`src/common/c16_bus_pkg.sv`:
```
package c16_bus_pkg;

	////////////////////////////////////////////////////////////
	// CPU bus widths
	////////////////////////////////////////////////////////////

	localparam int ADDR_W     = 16;
	localparam int DATA_W     = 8;
	// One 16 KB ROM image
	localparam int ROM_ADDR_W = 14;

	typedef logic [ADDR_W-1:0]     addr_t;
	typedef logic [DATA_W-1:0]     data_t;
	typedef logic [ROM_ADDR_W-1:0] rom_addr_t;

	// Bus as seen from the memory side, chip selects are active low
	typedef struct packed {
		addr_t addr;
		data_t dout;
		logic  rnw;
		logic  cs_ram;
		logic  cs0;
		logic  cs1;
		logic  cs_io;
	} cpu_bus_t;

	////////////////////////////////////////////////////////////
	// Plus/4 banking
	////////////////////////////////////////////////////////////

	// Code 3 is unused by the stock machine and selects nothing
	typedef enum logic [1:0] {
		BANK_INTERNAL = 2'd0,
		BANK_CART     = 2'd1,
		BANK_FUNC     = 2'd2
	} bank_t;

	// Kernal stays visible in this page whatever the high bank holds
	localparam logic [7:0]  KERNAL_PAGE  = 8'hFC;
	// Bank register lives at FDD0..FDDF, the low nibble is the data
	localparam logic [11:0] BANK_IO_PAGE = 12'hFDD;

	// Undriven data bus, every source ANDs into it
	localparam data_t BUS_IDLE = '1;

endpackage

```
`src/common/c16_load_pkg.sv`:
```
package c16_load_pkg;

	////////////////////////////////////////////////////////////
	// Host download port
	////////////////////////////////////////////////////////////

	typedef struct packed {
		logic        download;
		logic [7:0]  index;
		logic        wr;
		logic [24:0] addr;
		logic [7:0]  dout;
	} load_port_t;

	// File types sent by the host
	localparam logic [7:0] IDX_PRG = 8'h01;
	localparam logic [7:0] IDX_ROM = 8'h03;
	localparam logic [7:0] IDX_CRT = 8'h81;

	// Download address bits above the 16 KB image offset
	localparam int SLOT_W = 11;

	// Image order inside the combined ROM file
	localparam logic [SLOT_W-1:0] ROM_SLOT_KERNAL  = 11'd1;
	localparam logic [SLOT_W-1:0] ROM_SLOT_BASIC   = 11'd2;
	localparam logic [SLOT_W-1:0] ROM_SLOT_FUNC_LO = 11'd3;
	localparam logic [SLOT_W-1:0] ROM_SLOT_FUNC_HI = 11'd4;

	localparam logic [SLOT_W-1:0] CRT_SLOT_LO = 11'd0;
	localparam logic [SLOT_W-1:0] CRT_SLOT_HI = 11'd1;

	// Bit positions of the ROM stores in the enable vectors
	localparam int IMG_KERNAL  = 0;
	localparam int IMG_BASIC   = 1;
	localparam int IMG_FUNC_LO = 2;
	localparam int IMG_FUNC_HI = 3;
	localparam int IMG_CART_LO = 4;
	localparam int IMG_CART_HI = 5;
	localparam int IMG_COUNT   = 6;

	// BASIC start-of-variables and end-of-program pointers, entry 0 first
	localparam logic [7:0][15:0] FIXUP_ADDRS = {
		16'h009E, 16'h009D, 16'h0032, 16'h0031,
		16'h0030, 16'h002F, 16'h002E, 16'h002D
	};

endpackage

```
`src/loader/prg_loader.sv`:
```
`timescale 1ns/1ps

module prg_loader (
	input  logic                     clk_sys,
	input  logic                     reset,
	input  c16_load_pkg::load_port_t load_i,
	output c16_bus_pkg::addr_t       ld_addr_o,
	output c16_bus_pkg::data_t       ld_data_o,
	output logic                     ld_we_o
);

	logic               is_prg;
	logic               prg_wr;
	logic               hdr_lo;
	logic               hdr_hi;
	logic               data_wr;
	logic               fix_wr;
	logic               dl_end;
	logic               download_q;
	logic [3:0]         fix_cnt;
	c16_bus_pkg::addr_t next_addr;

	assign is_prg = (load_i.index == c16_load_pkg::IDX_PRG);
	assign prg_wr = load_i.download && is_prg && load_i.wr;

	// First two file bytes are the little-endian load address
	assign hdr_lo  = prg_wr && (load_i.addr == 25'd0);
	assign hdr_hi  = prg_wr && (load_i.addr == 25'd1);
	assign data_wr = prg_wr && (|load_i.addr[24:1]);

	assign dl_end = download_q && !load_i.download && is_prg;

	// Pointer writes land on the odd counts of the sequence
	assign fix_wr = fix_cnt[0];

	////////////////////////////////////////////////////////////
	// Sequencer
	////////////////////////////////////////////////////////////

	always_ff @(posedge clk_sys) begin
		if (reset) begin
			download_q <= 1'b0;
			fix_cnt    <= '0;
			ld_we_o    <= 1'b0;
		end else begin
			download_q <= load_i.download;
			ld_we_o    <= data_wr || fix_wr;

			if (load_i.download && is_prg) begin
				fix_cnt <= '0;
			end else if (dl_end) begin
				fix_cnt <= 4'd1;
			end else if (fix_cnt != '0) begin
				// Wraps back to zero after count 15
				fix_cnt <= fix_cnt + 4'd1;
			end
		end
	end

	////////////////////////////////////////////////////////////
	// Address and data path
	////////////////////////////////////////////////////////////

	always_ff @(posedge clk_sys) begin
		if (hdr_lo) begin
			next_addr[7:0] <= load_i.dout;
		end
		if (hdr_hi) begin
			next_addr[15:8] <= load_i.dout;
		end

		if (data_wr) begin
			ld_addr_o <= next_addr;
			ld_data_o <= load_i.dout;
			next_addr <= next_addr + 16'd1;
		end else if (fix_wr) begin
			// next_addr now holds the end of the program
			ld_addr_o <= c16_load_pkg::FIXUP_ADDRS[fix_cnt[3:1]];
			ld_data_o <= fix_cnt[1] ? next_addr[15:8] : next_addr[7:0];
		end
	end

endmodule

```
`config.mk`:
```
export PLATFORM = sky130hd
export DESIGN_NAME = prg_loader
export DESIGN_NICKNAME = d
export VERILOG_FILES = /design/src/common/c16_bus_pkg.sv /design/src/common/c16_load_pkg.sv /design/src/loader/prg_loader.sv
export SDC_FILE = /design/constraint.sdc
export NUM_CORES = 1
export LEC_CHECK = 0
export BUFFER_PORTS_ARGS = -buffer_cell sky130_fd_sc_hd__buf_2
export CORE_MARGIN = 2
export CORE_UTILIZATION = 53
export CTS_CLUSTER_DIAMETER = 200
export DETAILED_ROUTE_END_ITERATION = 16
export PLACE_DENSITY = 0.83
export SLEW_MARGIN = 5
export SYNTH_ARGS = -nofsm -noshare
export SYNTH_HDL_FRONTEND = slang
export SYNTH_SLANG_ARGS = --single-unit
```
`constraint.sdc`:
```
create_clock -name clk_sys -period 2.7 [get_ports clk_sys]
set_input_delay 0.135 -clock clk_sys [delete_from_list [all_inputs] [get_ports clk_sys]]
set_output_delay 0.135 -clock clk_sys [all_outputs]
set_load 0.1 [all_outputs]
```
# After elaboration in Yosys (flattened, before gate mapping)
# Memory sizes are Yosys's and may differ from the RTL's. A register that Yosys moved wholly into a read port is not among the register bits.
# Cells that the tools add are included.
# Widths: inputs -> output; s select.
# totals
romBits,128
elab_cells,45
reg_bits,46
memories,1
inputBits,45
out_inout_bits,25
# op_classes
reduce_logical,18
order_cmp,1
add_sub_neg,2
n_eq_ne,2
muxes,13
# mem_list
memory,depth,word_bits,rd,rd_ports_with_merged_regs,write_ports,line,rtl
(no name shown),8,16,1,1,0,prg_loader.sv:78,ld_addr_o <= c16_load_pkg::FIXUP_ADDRS[fix_cnt[3:1]];
# op_table
cell,n
$mux 16,4
$mux 8,5
$eq 25x1->1 const B,1
$logic_not 25->1,1
$reduce_or 24->1,1
$add 16x1->16 const B,1
$eq 8x1->1 const B,1
$reduce_bool 2->1,4
$logic_and 1x1->1,7
$mux 3,2
$add 4x1->4 const B,1
$lt 3x4->1 const B,1
$reduce_bool 4->1,1
$reduce_or 3->1,1
$mux 1,2
$reduce_or 2->1,1
$logic_not 1->1,1
$logic_or 1x1->1,1

# Logic depth before layout (Yosys ltp)
# logic_depth
depth_word,6
depth_mapped,9
ltp_nobuf,8

# Worst setup path before layout
# No wires, ideal clock.
# synth_timing
path_type,input to register
startpoint,in load_i[35] in the netlist's numbering
endpoint,reg ld_addr_o[0] (enable)
t_arrival_ns,1.699
setup_slack_ns,0.620
stages,6
n_path_buf,2
setup_ns,0.381
path_cell_list,nor4b_4 > nand4_1 > o21bai_4 > buf_6 > buf_4 > nand2_1
# synth_via
elab_chain_len,5
# synth_lines
item,line,rtl
from (decl),prg_loader.sv:6,"input c16_load_pkg::load_port_t load_i,"
$eq 8x1->1,prg_loader.sv:23,assign is_prg = (load_i.index == c16_load_pkg::IDX_PRG);
$logic_and 1x1->1 (2 in a row),prg_loader.sv:24,assign prg_wr = load_i.download && is_prg && load_i.wr;
$logic_and 1x1->1,prg_loader.sv:29,assign data_wr = prg_wr && (|load_i.addr[24:1]);
$reduce_bool 2->1 (no source line),-,
to (signal assigned),prg_loader.sv:73,ld_addr_o <= next_addr;
to (signal assigned),prg_loader.sv:78,
to (decl),prg_loader.sv:7,"output c16_bus_pkg::addr_t ld_addr_o,"
# No other way between the ends.
# A chain may end at the register's enable or synchronous reset.

==> run metrics <==
outcome=completed; Net Count, Synth=258; distinct cell type count after synthesis=33; total congestion overflow=0; Std-Cell Core Area=5010 sq um; top cell type's share of synthesized area=44.4%; TritonCTS sink count=52; number of cells in the finished layout apart from fillers=355; share of the yosys chip area belonging to registers=53.3%; CTS Buf Count=5; Worst setup EP type=flip-flop; DR DRC count=0; P per Cell Area=651 nW/um^2; leading cell type by number of instances after synthesis=sky130_fd_sc_hd__edfxtp_1; vias per inst=5.12; area growth from synthesis to layout=19.0%; post-synthesis sequential element count=52; count of hold buffers inserted by post-cts repair=0; CTS H-Tree Depth=2; standby leakage power=1.36 nW; routed length per instance=13.9 microns; count of flip-flops with a built-in enable after synthesis=40; placement-stage worst setup slack=0.563 ns; IR Drop Worst-Case VDD=0.000309 V; total of cells resized after clock tree synthesis=0; max-slew violation count=0; maximum count of clock buffers along a single path=2; combined global-route utilization of all metal layers=18.5%; # Max-Cap Violations=0; 1st-iter DRT viols=108; fraction of layout instances using a drive strength above 1=41.8%; master of the slowest instance on the critical path=sky130_fd_sc_hd__nor3b_1; number of rows created at floorplan=26; min cycle time layout=2.14 ns; first-pass GRT wire length=7800 microns; number of global-route vias before repair=1694; endpoints failing hold=0; overall routed net length=4920 microns; highest clock frequency the design can meet=0.468 GHz; pin count of the biggest net entering global routing=25; synthesized area per cell=12.9 sq um; GPL Wtd Cong=0.823; Commonest cells post-synth=40 x sky130_fd_sc_hd__edfxtp_1, 25 x sky130_fd_sc_hd__mux2_4, 20 x sky130_fd_sc_hd__nor2_1, 16 x sky130_fd_sc_hd__inv_1, 13 x sky130_fd_sc_hd__xnor2_1; clk_lat worst skew=0.31 ns; fin crit share=79.2%; CP Cell Sequence=inv_1 -> ha_1 -> nor3b_1 -> mux2i_1 -> nor2_1 -> ha_1 -> o21ai_0 -> o31ai_1; worst slew pin tran=0.757 ns; root cell of the clock tree=sky130_fd_sc_hd__clkbuf_8; CP startpoint kind=flip-flop; clock skew=0.00604 ns; IO Port Bufs=69; CP Class=flip-flop to flip-flop; largest cells by area after synthesis=sky130_fd_sc_hd__edfxtp_1 44%, sky130_fd_sc_hd__mux2_4 14%, sky130_fd_sc_hd__dfxtp_1 8.9%; # Post-CTS Setup Buffers=0; peak per-stage delay on the critical path=0.41 ns; number of inserted filler cells in the final layout=392; Die Ht=75.5 microns; effective utilization at floorplan=54.0%; antenna violations before repair=0; number of vias after detailed routing=1817; worst hold path class=input pin to flip-flop; detailed-routing iteration count for the pre-antenna-repair pass=4; cell type with the largest total area after synthesis=sky130_fd_sc_hd__edfxtp_1; Inst Count DP=347; count of inserted antenna diode cells=0; Primary FF master, synth=sky130_fd_sc_hd__edfxtp_1; Worst Path Arrival=2.32 ns; count of mapped cells out of synthesis=209; HPWL after detailed placement=3650 microns; Clock transition at path regs=0.08 ns; die boundary width=75.5 microns; number of warning messages in the yosys log=0; unrepaired setup endpoints after global routing=no; ANT nets after route=0; Post-Synthesis Cell Area=2710 sq um; final setup slack of the worst path=0.563 ns; number of setup violations in the final report=0; proportion of register bits with asynchronous set or reset after synthesis=0%; CP Data Required Time=2.89 ns; DIE AREA=5690 sq um; Worst Path Max Fanout=4; TNS Setup=0 ns; max-slew headroom at the worst pin=49.3%; clock tree from TritonCTS=yes; final net count=333; library cell appearing most often on the critical path=sky130_fd_sc_hd__ha_1; Top-Level Pins=70
==> where the power goes <==
part           internal [mW]  switching (mW)
Combinational          0.116           0.548
Sequential             0.954          0.0189
Clock                  0.209           0.252
Total                   1.28           0.819
==> routing by layer <==
layer | track usage, % | routed length, microns | vias to the layer above | share of wire, %
li1 | - | - | 906 | -
met1 | 23.1 | 2150 | 838 | 44
met2 | 31.7 | 2430 | 67 | 49
met3 | 4.23 | 280 | 6 | 5.7
met4 | 6.24 | 59 | 0 | 1.2
met5 | 0 | 0 | - | 0
==> layout make-up <==
type                    count  area [sq um]  area share (%)
well taps                  70          87.6            2.72
flip-flops and latches     52          1440            44.8
repair buffers             74           383            11.9
inverters                  16          60.1            1.86
clock buffers               7          86.3            2.68
multi-input cells         135          1150            35.9
clock inverters             1          7.51           0.233
==> through the flow <==
stage                     util [%]  hold slack [ns]  power [mW]  area, sq um
final                         64.3           0.0298        2.10         3220
after global routing          64.3           0.0353        2.17         3220
after CTS                     64.3           0.0265        2.10         3220
after detailed placement      62.4            0.351        1.66         3130
after global placement        62.4            0.346        1.65         3130
after floorplan                  -            0.204        1.53         2710
==> path summary, 6_finish.rpt <==
path | from | to | slack [ns] | depth (start not counted)
min reg2reg | download_q | fix_cnt[0] | 0.47 | 2
max | fix_cnt[0] | flip-flop | 0.56 | 8
min | reset | ld_we_o | 0.03 | 2
max reg2reg | fix_cnt[0] | flip-flop | 0.56 | 8
==> kinds of logic after synthesis <==
group / synth area share (%)
compound gates: 3.38
xor+xnor: 5.18
mux: 19.0
flops: 53.3
simple gates: 13.3
fa+ha+maj: 1.85
buf+inv: 4.07
==> critical path, delay by kind of cell (launching register included) <==
| family | cells | cell delay [ns] |
|---|---|---|
| multiplexers | 1 | 0.40 |
| buffers and inverters | 1 | 0.13 |
| AND/OR/NAND/NOR | 2 | 0.53 |
| adder cells (fa/ha/maj) | 2 | 0.46 |
| flip-flops | 1 | 0.33 |
| AO/OA/AOI/OAI | 2 | 0.16 |
==> layout by cell type, fill, tap and decap left out, types with 2 or more instances in the layout <==
cell type,count
sky130_fd_sc_hd__buf_2,69
sky130_fd_sc_hd__edfxtp_1,40
sky130_fd_sc_hd__mux2_4,25
sky130_fd_sc_hd__nor2_1,20
sky130_fd_sc_hd__inv_1,16
sky130_fd_sc_hd__xnor2_1,13
sky130_fd_sc_hd__nor4_1,12
sky130_fd_sc_hd__dfxtp_1,12
sky130_fd_sc_hd__nand2_1,7
sky130_fd_sc_hd__mux2_2,7
sky130_fd_sc_hd__nand3_1,6
sky130_fd_sc_hd__nand4_1,6
sky130_fd_sc_hd__mux2i_1,6
sky130_fd_sc_hd__clkbuf_8,6
sky130_fd_sc_hd__buf_4,5
sky130_fd_sc_hd__o21ai_0,4
sky130_fd_sc_hd__a21oi_1,4
sky130_fd_sc_hd__ha_1,4
sky130_fd_sc_hd__xor2_1,3
sky130_fd_sc_hd__nor3_1,3
sky130_fd_sc_hd__nor2b_1,3
sky130_fd_sc_hd__a31o_2,2
(Power assumes the default switching activity.)
